## config.mk

```make
export PLATFORM = sky130hd
export DESIGN_NAME = csr_unit_top
export DESIGN_NICKNAME = d
export VERILOG_FILES = /design/src/source/csr_pkg.sv /design/src/source/csr_req_if.sv /design/src/source/csr_decode.sv /design/src/source/csr_access_check.sv /design/src/source/csr_file.sv /design/src/source/csr_unit_top.sv
export SDC_FILE = /design/constraint.sdc
export NUM_CORES = 1
export LEC_CHECK = 0
export BUFFER_PORTS_ARGS = -buffer_cell sky130_fd_sc_hd__buf_2
export CORE_MARGIN = 5
export CORE_UTILIZATION = 30
export CTS_CLUSTER_SIZE = 28
export DETAILED_ROUTE_END_ITERATION = 16
export HOLD_SLACK_MARGIN = 0.08
export PLACE_DENSITY_LB_ADDON = 0.25
export SLEW_MARGIN = 10
export SYNTH_ARGS = -nofsm -noshare
export SYNTH_HDL_FRONTEND = slang
export SYNTH_SLANG_ARGS = --single-unit
```

## constraint.sdc

```tcl
create_clock -name clk -period 1.75 [get_ports clk]
set_input_delay 0 -clock clk [delete_from_list [all_inputs] [get_ports clk]]
set_output_delay 0 -clock clk [all_outputs]
set_load 0.02 [all_outputs]
```

## src/source/csr_pkg.sv

```systemverilog
// Package with CSR widths, address table, operation codes, address union and exception codes.
`default_nettype none

package csr_pkg;

  localparam int xlen       = 32;
  localparam int csr_addr_w = 12;
  localparam int reg_idx_w  = 5;

  // Same 12-bit address seen whole for table lookup, or split into its encoded fields.
  typedef union packed {
    logic [csr_addr_w-1:0] raw;
    struct packed {
      logic [1:0] access;  // 2'b11 marks a read-only CSR.
      logic [1:0] priv;    // Lowest privilege allowed to access.
      logic [7:0] index;
    } fields;
  } csr_addr_u;

  // Values match func3[1:0] of the CSR instructions.
  typedef enum logic [1:0] {
    op_write = 2'b01,
    op_set   = 2'b10,
    op_clear = 2'b11
  } csr_op_e;

  // Writable machine registers.
  localparam logic [csr_addr_w-1:0] csr_mtvec    = 12'h305;
  localparam logic [csr_addr_w-1:0] csr_mscratch = 12'h340;
  localparam logic [csr_addr_w-1:0] csr_mepc     = 12'h341;
  localparam logic [csr_addr_w-1:0] csr_mcause   = 12'h342;
  localparam logic [csr_addr_w-1:0] csr_mtval    = 12'h343;

  // Read-only identity registers.
  localparam logic [csr_addr_w-1:0] csr_mvendorid = 12'hF11;
  localparam logic [csr_addr_w-1:0] csr_marchid   = 12'hF12;
  localparam logic [csr_addr_w-1:0] csr_mimpid    = 12'hF13;
  localparam logic [csr_addr_w-1:0] csr_mhartid   = 12'hF14;

  localparam logic [1:0] csr_acc_rdonly = 2'b11;

  localparam logic [6:0] opcode_system = 7'b1110011;

  localparam logic [1:0] priv_machine = 2'b11;

  // Exception code reported for every CSR violation.
  localparam logic [4:0] expt_illegal_inst = 5'd2;

endpackage

`default_nettype wire

```

## src/source/csr_req_if.sv

```systemverilog
// Interface carrying one decoded CSR request, with decoder, check and file views.
`timescale 1ns/1ps
`default_nettype none

interface csr_req_if
  import csr_pkg::*;
();

  logic            valid;      // CSR instruction selected this cycle.
  csr_op_e         op;
  logic [xlen-1:0] operand;    // rs1 data or zero-extended uimm.
  csr_addr_u       addr;
  logic            wr_intent;  // Instruction would modify the CSR.
  logic            rd_x0;

  modport decoder (output valid, op, operand, addr, wr_intent, rd_x0);

  // Access check sees only the address and the write intent.
  modport check (input valid, addr, wr_intent);

  modport file (input valid, op, operand, addr, wr_intent);

endinterface

`default_nettype wire

```

## src/source/csr_decode.sv

```systemverilog
// CSR instruction decoder producing the request and the rebuilt instruction word.
`timescale 1ns/1ps
`default_nettype none

module csr_decode
  import csr_pkg::*;
(
  input  logic                 sel,
  input  logic [2:0]           func3,
  input  logic [reg_idx_w-1:0] rd_reg,
  input  logic [reg_idx_w-1:0] rs1_reg,
  input  csr_addr_u            csr_addr,
  input  logic [xlen-1:0]      rs1_data,
  csr_req_if.decoder           req,
  output logic [xlen-1:0]      tval
);

  logic    imm_sel;
  logic    rs1_zero;
  csr_op_e op;

  assign imm_sel  = func3[2];
  assign rs1_zero = (rs1_reg == '0);

  // func3 of 0 and 4 are not CSR instructions.
  always_comb
  begin
    case (func3[1:0])
      2'b10:   op = op_set;
      2'b11:   op = op_clear;
      default: op = op_write;
    endcase
  end

  assign req.valid = sel && (func3[1:0] != 2'b00);
  assign req.op    = op;
  assign req.addr  = csr_addr;
  assign req.rd_x0 = (rd_reg == '0);

  // In the immediate forms the rs1 field is the uimm itself.
  assign req.operand = imm_sel ? {{(xlen - reg_idx_w){1'b0}}, rs1_reg} : rs1_data;

  // Set and clear with a zero source field only read.
  assign req.wr_intent = (op == op_write) || !rs1_zero;

  // Faulting instruction, reported as the exception value.
  assign tval = {csr_addr.raw, rs1_reg, func3, rd_reg, opcode_system};

endmodule

`default_nettype wire

```

## src/source/csr_access_check.sv

```systemverilog
// CSR access check: address table lookup, privilege rule and read-only write rule.
`timescale 1ns/1ps
`default_nettype none

module csr_access_check
  import csr_pkg::*;
(
  csr_req_if.check   req,
  input  logic [1:0] priv_mode,
  output logic       expt
);

  logic addr_known;
  logic priv_low;
  logic wr_rdonly;

  always_comb
  begin
    case (req.addr.raw)
      csr_mtvec,
      csr_mscratch,
      csr_mepc,
      csr_mcause,
      csr_mtval,
      csr_mvendorid,
      csr_marchid,
      csr_mimpid,
      csr_mhartid: addr_known = 1'b1;
      default:     addr_known = 1'b0;
    endcase
  end

  // Only machine mode may touch any of these CSRs.
  assign priv_low = (priv_mode < priv_machine);

  // Read-only space is recognized from the address encoding alone.
  assign wr_rdonly = req.wr_intent && (req.addr.fields.access == csr_acc_rdonly);

  assign expt = req.valid && (!addr_known || priv_low || wr_rdonly);

endmodule

`default_nettype wire

```

## src/source/csr_file.sv

```systemverilog
// CSR file: writable machine registers, identity values, read mux and write-value logic.
`timescale 1ns/1ps
`default_nettype none

module csr_file
  import csr_pkg::*;
#(
  parameter logic [xlen-1:0] vendor_id = '0,
  parameter logic [xlen-1:0] arch_id   = '0,
  parameter logic [xlen-1:0] impl_id   = '0,
  parameter logic [xlen-1:0] hart_id   = '0
)
(
  input  logic            clk,
  input  logic            rst_n,
  csr_req_if.file         req,
  input  logic            expt,
  output logic [xlen-1:0] rdata
);

  logic [xlen-1:0] mtvec_q;
  logic [xlen-1:0] mscratch_q;
  logic [xlen-1:0] mepc_q;
  logic [xlen-1:0] mcause_q;
  logic [xlen-1:0] mtval_q;

  logic [xlen-1:0] wdata;
  logic            wr_en;

  // Old value, also the base for set and clear.
  always_comb
  begin
    case (req.addr.raw)
      csr_mtvec:     rdata = mtvec_q;
      csr_mscratch:  rdata = mscratch_q;
      csr_mepc:      rdata = mepc_q;
      csr_mcause:    rdata = mcause_q;
      csr_mtval:     rdata = mtval_q;
      csr_mvendorid: rdata = vendor_id;
      csr_marchid:   rdata = arch_id;
      csr_mimpid:    rdata = impl_id;
      csr_mhartid:   rdata = hart_id;
      default:       rdata = '0;
    endcase
  end

  always_comb
  begin
    case (req.op)
      op_set:   wdata = rdata | req.operand;
      op_clear: wdata = rdata & ~req.operand;
      default:  wdata = req.operand;
    endcase
  end

  // A faulting access leaves every register untouched.
  assign wr_en = req.valid && req.wr_intent && !expt;

  always_ff @(posedge clk or negedge rst_n)
  begin
    if (!rst_n)
    begin
      mtvec_q    <= '0;
      mscratch_q <= '0;
      mepc_q     <= '0;
      mcause_q   <= '0;
      mtval_q    <= '0;
    end
    else if (wr_en)
    begin
      case (req.addr.raw)
        csr_mtvec:    mtvec_q    <= wdata;
        csr_mscratch: mscratch_q <= wdata;
        csr_mepc:     mepc_q     <= wdata;
        csr_mcause:   mcause_q   <= wdata;
        csr_mtval:    mtval_q    <= wdata;
        default:      ;  // Identity CSRs never reach here.
      endcase
    end
  end

endmodule

`default_nettype wire

```

## src/source/csr_unit_top.sv

```systemverilog
// CSR unit top level: decoder, access check and CSR file, with result and exception outputs.
`timescale 1ns/1ps
`default_nettype none

module csr_unit_top
  import csr_pkg::*;
#(
  parameter logic [xlen-1:0] vendor_id = '0,
  parameter logic [xlen-1:0] arch_id   = '0,
  parameter logic [xlen-1:0] impl_id   = '0,
  parameter logic [xlen-1:0] hart_id   = '0
)
(
  input  logic                  clk,
  input  logic                  rst_n,
  input  logic                  ex_sel,
  input  logic [2:0]            func3,
  input  logic [reg_idx_w-1:0]  rd_reg,
  input  logic [reg_idx_w-1:0]  rs1_reg,
  input  logic [csr_addr_w-1:0] csr_addr,
  input  logic [xlen-1:0]       rs1_data,
  input  logic [1:0]            priv_mode,
  output logic [xlen-1:0]       data,
  output logic                  data_vld,
  output logic                  expt_vld,
  output logic [4:0]            expt_vec,
  output logic [xlen-1:0]       tval,
  output logic                  flush,
  output logic                  req
);

  logic            expt;
  logic [xlen-1:0] rdata;
  logic            op_sc;

  csr_req_if csr_req ();

  csr_decode i_csr_decode (
    .sel      (ex_sel),
    .func3    (func3),
    .rd_reg   (rd_reg),
    .rs1_reg  (rs1_reg),
    .csr_addr (csr_addr),
    .rs1_data (rs1_data),
    .req      (csr_req.decoder),
    .tval     (tval)
  );

  csr_access_check i_csr_access_check (
    .req       (csr_req.check),
    .priv_mode (priv_mode),
    .expt      (expt)
  );

  csr_file #(
    .vendor_id (vendor_id),
    .arch_id   (arch_id),
    .impl_id   (impl_id),
    .hart_id   (hart_id)
  ) i_csr_file (
    .clk   (clk),
    .rst_n (rst_n),
    .req   (csr_req.file),
    .expt  (expt),
    .rdata (rdata)
  );

  assign op_sc = (csr_req.op != op_write);

  // Set and clear report a result even to x0.
  assign data_vld = csr_req.valid && (!csr_req.rd_x0 || op_sc) && !expt;
  assign data     = rdata;

  assign expt_vld = expt;
  assign expt_vec = expt_illegal_inst;

  assign flush = csr_req.valid;  // Every CSR instruction refetches.
  assign req   = ex_sel;

endmodule

`default_nettype wire

```

# Yosys cells after proc, flatten, opt, wreduce, memory -nomap -nowiden
# Cells that the tools add are included.
dict set report totals {
  elab_cells 54
  output_inout_bits 73
  ff_bits 160
}
dict set report classes {
  bitwise 3
  eq_ne 16
  mux 5
  reduce_logical 24
  magnitude_cmp 1
}
# cell n
set op_table {}
lappend op_table {{$pmux W32 S5} 1}
lappend op_table {{$pmux W32 S2} 1}
lappend op_table {{$eq A12 B10 Y1 const B} 5}
lappend op_table {{$eq A12 B12 Y1 const B} 4}
lappend op_table {{$and A32 B32 Y32} 1}
lappend op_table {{$mux W32} 1}
lappend op_table {{$not A32 Y32} 1}
lappend op_table {{$or A32 B32 Y32} 1}
lappend op_table {{$eq A2 B2 Y1 const B} 5}
lappend op_table {{$logic_not A5 Y1} 2}
lappend op_table {{$reduce_and A2 Y1} 5}
lappend op_table {{$reduce_or A9 Y1} 1}
lappend op_table {{$logic_and A1 B1 Y1} 7}
lappend op_table {{$logic_not A1 Y1} 4}
lappend op_table {{$logic_or A1 B1 Y1} 4}
lappend op_table {{$pmux W2 S2} 1}
lappend op_table {{$eq A2 B1 Y1 const B} 1}
lappend op_table {{$lt A2 B2 Y1 const B} 1}
lappend op_table {{$ne A2 B1 Y1 const B} 1}
lappend op_table {{$reduce_bool A2 Y1} 1}
lappend op_table {{$mux W1} 1}

# Logic depth before layout (Yosys ltp)
# Gate-level depths: netlist (run 1).
dict set report logic_depth {
  word_depth 10
  depth_mapped 8
}

# Hierarchy
# A second synthesis (run 1) with hierarchy kept.
dict set report unflattened {
  cells_unflattened 1063
  hier_area_um2 9404.0
}
# mod cells_each instances area_per_inst_um2
set modules_own_cells {}
lappend modules_own_cells {csr_file 947 1 8598.2}
lappend modules_own_cells {csr_decode 88 1 628.1}
lappend modules_own_cells {csr_access_check 17 1 102.6}
lappend modules_own_cells {csr_unit_top 11 1 75.1}

# Worst setup path before layout (run 1)
# No wires, ideal clock.
dict set report synth_path {
  kind {input to register}
  startpoint {input csr_addr[4]}
  endpoint {register i_csr_file.mscratch_q[11]}
  t_arrival_ps 1772
  setup_slack_ps -101
  path_stages 7
  path_buffers 2
  required_ps 1671
  path_cell_list {or2_1 -> or3_1 -> clkbuf_1 -> buf_1 -> a21oi_1 -> a31oi_1 -> a21oi_1}
}
dict set report synth_between {
  word_cells_on_any_way 22
  classes_between {eq/ne: 9; mux: 3; bitwise: 2; reduce/logical: 8}
}
# item line
set synth_lines {}
lappend synth_lines {{start: declaration} csr_unit_top.sv:20} ;# input logic [csr_addr_w-1:0] csr_addr,
lappend synth_lines {{$eq A12 B10 Y1} csr_file.sv:33} ;# case (req.addr.raw)
lappend synth_lines {{$pmux W32 S5 *} csr_file.sv:33}
lappend synth_lines {{named net data[11]} csr_unit_top.sv:23} ;# output logic [xlen-1:0] data,
lappend synth_lines {{$and A32 B32 Y32 / $or A32 B32 Y32 (equally long branches)} {csr_file.sv:51, csr_file.sv:50}}
lappend synth_lines {{$pmux W32 S2 *} csr_file.sv:49} ;# case (req.op)
lappend synth_lines {{end signal: assignment} csr_file.sv:73} ;# csr_mscratch: mscratch_q <= wdata;
lappend synth_lines {{end: declaration} csr_file.sv:22} ;# logic [xlen-1:0] mscratch_q;
# The timed path passes the listed nets; every way through them passes the cells marked *.
# A chain may end at the register's enable or synchronous reset.

# Worst setup path in the final report (run 1)
dict set report layout_path {
  startpoint {input rs1_reg[0]}
  endpoint {output data_vld}
}
dict set report layout_between {
  elab_chain_len 8
}
# item line
set layout_lines {}
lappend layout_lines {{start: declaration} csr_unit_top.sv:19} ;# input logic [reg_idx_w-1:0] rs1_reg,
lappend layout_lines {{$logic_not A5 Y1} csr_decode.sv:23} ;# assign rs1_zero = (rs1_reg == '0);
lappend layout_lines {{$logic_not A1 Y1} csr_decode.sv:44} ;# assign req.wr_intent = (op == op_write) || !rs1_zero;
lappend layout_lines {{$logic_or A1 B1 Y1} csr_decode.sv:44}
lappend layout_lines {{$logic_and A1 B1 Y1} csr_access_check.sv:37} ;# assign wr_rdonly = req.wr_intent && (req.addr.fields.access == csr_acc_rdonly);
lappend layout_lines {{$logic_or A1 B1 Y1} csr_access_check.sv:39} ;# assign expt = req.valid && (!addr_known || priv_low || wr_rdonly);
lappend layout_lines {{$logic_and A1 B1 Y1} csr_access_check.sv:39}
lappend layout_lines {{$logic_not A1 Y1} csr_unit_top.sv:71} ;# assign data_vld = csr_req.valid && (!csr_req.rd_x0 || op_sc) && !expt;
lappend layout_lines {{$logic_and A1 B1 Y1} csr_unit_top.sv:71}
lappend layout_lines {{end: declaration} csr_unit_top.sv:24} ;# output logic data_vld,
# No other way between the ends.

==> results.txt, run 1 <==
- The clock net in this run drives a total of 160 sinks.
- Final critical-path setup slack: -0.0728 ns
- Cell type with the highest occurrence count on the critical path: sky130_fd_sc_hd__buf_6
* Mean instance size in the synthesized netlist: 11.6 um2
* Netlist Area Pre-Place: 8910 um2
- STA puts the critical path data required time at 1.75 ns.
* Number of nets in the final layout: 1053
* Number of filler cells placed in the layout: 2855
* Largest fanout on the critical path: 2
- Routed WL: 26.2 mm
- Using the TritonRoute via totals, the vias-per-cell ratio works out to 4.80.
- On the worst path, the slowest cell contributes a delay of 0.52 ns.
* Area share of the largest cell type after synthesis: 45.0%
- Count of flip-flops with a built-in enable after synthesis: 0
- The design draws 8230 uW.
- FFs w/ async S/R, synth: 100%
* Outcome: finished, violations left
- Vias post-DR: 6689
* Largest net degree at the start of global routing: 59
* Port-buffer cells: 122
* Placement row count: 63
* Die Y-Extent: 182 um
- For the worst-skew pair, the clock arrives at the later sink with an insertion delay of 0.43 ns.
- In the synthesized netlist the dominant register cell turns out to be sky130_fd_sc_hd__dfrtp_1.
* Final total negative setup slack: -0.238 ns
- After the flow finishes, the layout carries non-filler instances totaling 1394.
- The worst pin sits at a relative slew slack of 43.8%.
* TritonCTS clock tree: done
- The clock arrives with 0.0112 ns of skew.
- The largest total area in the synthesized netlist belongs to sky130_fd_sc_hd__dfrtp_1.
* Share of the clock period used by the worst path: 104%
- At the end of routability-driven placement, the weighted congestion stood at 0.766.
* Reg-to-reg slack, setup: 0.01 ns
* Max Fclk: 549 MHz
- 135 I/O pins were placed.
* Number of violations reported at the end of detailed-routing iteration 0: 329
- The checks that failed: negative setup slack.
- Master cell of the clock root buffer: sky130_fd_sc_hd__clkbuf_16
* Power density over the cells: 669 nW/um2
- Counting I/O delays and the setup requirement, the final critical path takes 1.82 ns.
- Summed over all layers, the global routing overflow is 0.
* Count of maximum capacitance violations: 0
* Wire length of the first global-routing pass: 40.2 mm
- Dominant cells by area after synthesis: sky130_fd_sc_hd__dfrtp_1 45%, sky130_fd_sc_hd__mux2_4 11%, sky130_fd_sc_hd__mux2_1 6.1%
* CP Class: input pin to output port
- After clock tree synthesis, the clock-pin slew on the worst setup and hold paths is 0.07 ns.
* Static leakage: 0.00575 uW
- After floorplanning, the core was sized to cover 29500 um2.
- Antenna cells: 0
- Worst IR Drop VDD: 0.612 mV
- Ys Warns: 0
- Once the floorplan was initialized, standard cells occupied 30.2% of the core.
- The netlist uses 54 different library cells.
- Synthesis-to-layout area growth: 38.0%
- Setup violations remaining at the end of the flow were counted as 5.
- Worst setup EP type: output port
* Width of the die: 182 um
- Cell Count Post-Placement: 1338
- # DRC: 0
- CTS built an H-tree with a depth of 4.
- The worst hold path belongs to the class input pin to register.
- The first detailed-routing pass ran for 5 iterations.
- CP Launch Type: input pin
- Share of cells above drive strength 1: 50.5%
- Critical path cell sequence: buf_6 -> or4_4 -> or3_4 -> a221oi_4 -> buf_6 -> o311a_1 -> buf_6
- Setup repair after global routing could not meet its margin everywhere.
* Overall routing resource usage: 15.5%
- The detail route stage leaves a number of antenna-violating nets equal to 0.
* Register bit count reported by yosys: 160
- For the pin with the worst max-slew slack, the measured transition is 0.841 ns.
- Max Root-Sink Buffers: 2
* TritonCTS Buffers: 17
- Gate count after technology mapping: 770
- Vias in the first global route: 6828
- The largest individual stage delay along the critical path comes from the cell sky130_fd_sc_hd__or4_4.
* Wire per inst: 18.8 um
- Register area share after synthesis: 45.0%
* Count of pins over their slew limit: 0
* Arr. time, crit path: 1.82 ns
- Die outline area: 33200 um2
- Estimated wirelength of the detail-placed design: 17.9 mm
* Initial antenna violation count: 0
- The count of final hold-check violations was 0.
-- timing repair --
action / in CTS / in global routing
gates cloned: 0 / 2
pin swaps: 24 / 30
gates resized for setup: 85 / 71
endpoints found under the hold margin: 163 / 0
hold buffers: 3 / 0
buffers inserted: 16 / 21
setup endpoints to repair: 72 / 75
-- power by group --
group | total, uW | switching [uW] | leakage [uW] | internal (uW)
clock | 3740 | 1820 | 0.000288 | 1920
sequential | 3700 | 1.07 | 0.00222 | 3700
combinational | 793 | 483 | 0.00324 | 310
total | 8230 | 2300 | 0.00575 | 5930
-- metal layers --
| metal | track usage, % | vias to the layer above | part of all wire (%) |
|---|---|---|---|
| li1 | - | 3180 | - |
| met1 | 22.0 | 3360 | 49 |
| met2 | 24.4 | 133 | 46 |
| met3 | 2.85 | 16 | 3.6 |
| met4 | 4.20 | 0 | 1.5 |
| met5 | 0 | - | 0 |
-- synthesized netlist by cell type, types with 19 or more instances --
cell type / number
sky130_fd_sc_hd__a21oi_1: 51
sky130_fd_sc_hd__buf_4: 40
sky130_fd_sc_hd__clkbuf_1: 23
sky130_fd_sc_hd__dfrtp_1: 160
sky130_fd_sc_hd__mux2_1: 48
sky130_fd_sc_hd__mux2_2: 19
sky130_fd_sc_hd__mux2_4: 66
sky130_fd_sc_hd__mux2i_1: 29
sky130_fd_sc_hd__nand2_1: 24
sky130_fd_sc_hd__nand2b_1: 19
sky130_fd_sc_hd__nor2_1: 62
-- cell type report --
type	count	area (um2)	area share (%)
clock buffer	17	425	3.46
sequential	160	4000	32.6
timing repair buffer	287	2320	18.9
tap	390	488	3.97
inverter	19	71.3	0.580
clock inverter	15	168	1.36
multi-input combinational	506	4810	39.1
-- state kept, by name (all words and copies together) (netlist names) --
name	flops
i_csr_file.mepc_q	32
i_csr_file.mtvec_q	32
i_csr_file.mscratch_q	32
i_csr_file.mtval_q	32
i_csr_file.mcause_q	32
-- worst max-delay path, delay by kind of cell --
family | cells | cell delay [ns]
simple gates | 2 | 0.91
compound gates | 2 | 0.54
buf+inv | 3 | 0.36
-- path summary, 6_finish.rpt --
path	start	end	cells after the start
setup reg to reg	i_csr_file.mtval_q[15]	i_csr_file.mepc_q[15]	5
hold reg to reg	i_csr_file.mepc_q[23]	i_csr_file.mepc_q[23]	2
setup / recovery	rs1_reg[0]	data_vld	7
min in group asynchronous	rst_n	i_csr_file.mtvec_q[31]	3
max in group asynchronous	rst_n	i_csr_file.mtval_q[21]	3
hold / removal	rs1_data[18]	i_csr_file.mepc_q[18]	4
-- placed cells by master (no fill, tap or decap), drive strengths merged, types with 5 or more instances in the layout --
cell,n
nor2,64
nor2b,9
buf,283
inv,25
dfrtp,160
nand4,8
nand2,24
a31oi,17
a21oi,51
o21ai,21
or3,11
nand2b,19
a22oi,10
clkbuf,19
a2bb2oi,5
mux4,13
clkinv,8
o32ai,5
mux2i,29
a221oi,12
mux2,133
nor3,14
o31ai,7
conb,12
nand3,9
-- metrics by stage --
stage | utilization [%] | hold slack, ns | cell area [um2] | setup slack [ns]
floorplan | - | -0.296 | 9000 | -0.101
global placement | 36.4 | -0.0860 | 10700 | -0.541
detailed placement | 36.4 | -0.0851 | 10700 | -0.525
CTS | 40.0 | 0.0853 | 11800 | -0.105
global route | 41.7 | 0.100 | 12300 | -0.136
finish | 41.7 | 0.0879 | 12300 | -0.0728
-- cell families (layout without fill, tap and decap cells) --
family	Yosys count	in the layout	synth area share [%]
buffers and inverters	114	338	7.89
AO/OA/AOI/OAI	139	139	10.4
flip-flops	160	160	45.0
AND/OR/NAND/NOR	179	179	10.5
XOR/XNOR	1	1	0.0983
other	2	12	0.0843
multiplexers	175	175	26.1
No activity file was read; power rests on OpenSTA's default activity.
==> run 2: changes to the inputs <==
- clock period: 1.75 -> 2.3 ns (I/O delays scaled with it)
==> results.txt, run 2 (synthesis gave the netlist of run 1 again) <==
- The run finished with clean final reports.
- Hold EP: i_csr_file.mepc_q[26]
- Die Y-Extent: 182 um
- Post-CTS Resized: 0
* Port-buffer cells: 122
- Final-report hold violation count: 0
* Worst slack at placement: 0.0340 ns
- 0 antenna diodes ended up in the layout.
- For this design the top-level I/O count stands at 135.
- The count of nets left with antenna violations once routing finished came out at 0.
* Worst IR Drop VDD: 0.470 mV
- Min-Delay Path Class: input pin to register
- Setup total negative slack on the finished layout was measured at 0 ns.
* Depth of the worst register-to-register path: 4
- # DRC: 0
- Largest fanout on the critical path: 5
- Setup violations remaining at the end of the flow were counted as 0.
* Largest net degree at the start of global routing: 56
- The library cells used most frequently in the layout, excluding fill and tap cells, are 160 x sky130_fd_sc_hd__dfrtp_1, 121 x sky130_fd_sc_hd__buf_2, 66 x sky130_fd_sc_hd__mux2_4.
- The clock passes through at most 2 buffers.
- TritonCTS Buffers: 17
- CTS built an H-tree with a depth of 4.
- Setup clock skew after layout: 0.0109 ns
- Summing over every cut layer, the via total after detailed routing is 6275.
* Reg-to-reg slack, setup: 0.15 ns
- Overall routing resource usage: 14.7%
- Vias per std cell: 4.89
- Instance area at placement: 9930 um2
- The number of antenna violations at the first check in global routing is 0.
* Die outline area: 33200 um2
- The worst register-to-register path ends at i_csr_file.mscratch_q[17].
- Max Fclk: 465 MHz
- Width of the die: 182 um
* Worst path max stage delay: 0.69 ns
- Required @ worst endpoint: 2.59 ns
- The clock drives 160 sinks.
- Critical path cell sequence: mux2_2 -> a221oi_1 -> o32ai_1 -> mux2_1
- Routability-driven placement finished with a final weighted congestion of 0.766.
- CP Class: register to register
* Highest-delay cell along the critical path: sky130_fd_sc_hd__a221oi_1
* Routed WL: 24.5 mm
* Share of the clock period used by the worst path: 93.5%
* Static leakage: 0.00503 uW
- The HPWL after detailed placement is 17.1 mm.
- Most frequent standard cell in the layout excluding fill and tap cells: sky130_fd_sc_hd__dfrtp_1
* Setup repair after global routing missed its margin: false
- Power spread over the standard cell area amounts to 574 nW/um2.
- Actual transition at the worst max-transition pin: 0.789 ns
- Counting instances, the worst hold path has a depth of 5.
* Crit path time final: 2.15 ns
- Post-CTS Setup Bufs: 0
* Final global-route overflow total: 0
* Count of maximum capacitance violations: 0
* Worst setup EP type: register
* Clock transition at the registers of the reported paths: 0.06 ns
- Count of pins over their slew limit: 0
- Worst flop-to-flop path startpoint: i_csr_file.mtval_q[17]
* Core Region: 29500 um2
- The initial utilization of the core area, before any placement, comes to 30.2%.
* Synthesis-to-layout area growth: 18.0%
- After detailed routing, the average wire length per cell comes to 19.1 um.
- First drt pass iteration count: 4
- Data arrives at the worst endpoint at 2.45 ns.
- The worst hold path begins at rs1_data[26].
- The via count of the first global-routing pass is 6547.
- Master cell of the clock root buffer: sky130_fd_sc_hd__clkbuf_16
- The worst setup path is launched from a register.
- Hold buffer count at CTS: 2
* Number of violations reported at the end of detailed-routing iteration 0: 232
- At the later pin of the worst-skew pair, clock insertion delay measures 0.42 ns.
- TritonCTS built the clock tree.
- Placement row count: 63
- Once routing completed, OpenROAD measured the worst setup slack at 0.149 ns.
- At the end of the flow, the number of nets in the layout was 944.
* Share of cells above drive strength 1: 36.4%
* Design area: 10500 um2
- Worst-case headroom to the max-slew limit: 47.4%
- The first global-routing pass estimated 38.5 mm of wire.
run 2: cell count changes in the layout (fill, tap and decap cells not counted), sizes merged:
cell / delta
clkinv: -1
bufinv: +1
clkbuf: -2
buf: -107
clkinvlp: +1
inv: -2
run 2: layout make-up:
class,count,area [um2]
clock buffer,17,425
timing repair buffer,178,1140
sequential,160,4000
clock inverter,14,133
inverter,19,71.3
fill,2964,19000
multi-input combinational,506,4250
tap,390,488
run 2: stage by stage:
step                      power (uW)  hold slack (ns)  instances  util (%)
after global placement          3390          0.00860       1251      33.7
final                           6040           0.0997       1284      35.6
after global routing            6290            0.145       1284      35.6
after CTS                       6120           0.0824       1284      35.6
after floorplan                 3170           -0.296        780         -
after detailed placement        3390          0.00851       1251      33.7
run 2: layer usage:
| layer | vias to the layer above | share of wire [%] | global-route usage (%) |
|---|---|---|---|
| met4 | 0 | 1.4 | 3.51 |
| met3 | 29 | 3.6 | 2.57 |
| li1 | 2957 | - | - |
| met2 | 137 | 47 | 24.0 |
| met5 | - | 0 | 0 |
| met1 | 3152 | 48 | 20.6 |
run 2: how the worst max path moves through the flow:
stage	cells after the start	start	endpoint	slack (ns)
after floorplan	7	csr_addr[4]	i_csr_file.mscratch_q[11]	0.45
after global placement	7	csr_addr[2]	i_csr_file.mscratch_q[17]	0.06
after detailed placement	5	csr_addr[3]	i_csr_file.mcause_q[31]	0.03
after CTS	4	i_csr_file.mtval_q[17]	i_csr_file.mscratch_q[17]	0.26
after global routing	4	i_csr_file.mtval_q[17]	i_csr_file.mscratch_q[17]	0.12
final	4	i_csr_file.mtval_q[17]	i_csr_file.mscratch_q[17]	0.15
run 2: report_power, final:
| group | internal, uW | switching, uW |
|---|---|---|
| Clock | 1500 | 1200 |
| Combinational | 177 | 339 |
| Sequential | 2810 | 0.724 |
| Total | 4490 | 1540 |
run 2: worst max-delay path: cells and delay by family, from the launching register on:
kind,cells,cell delay [ns]
compound gates,2,1.02
mux,2,0.63
flops,1,0.38
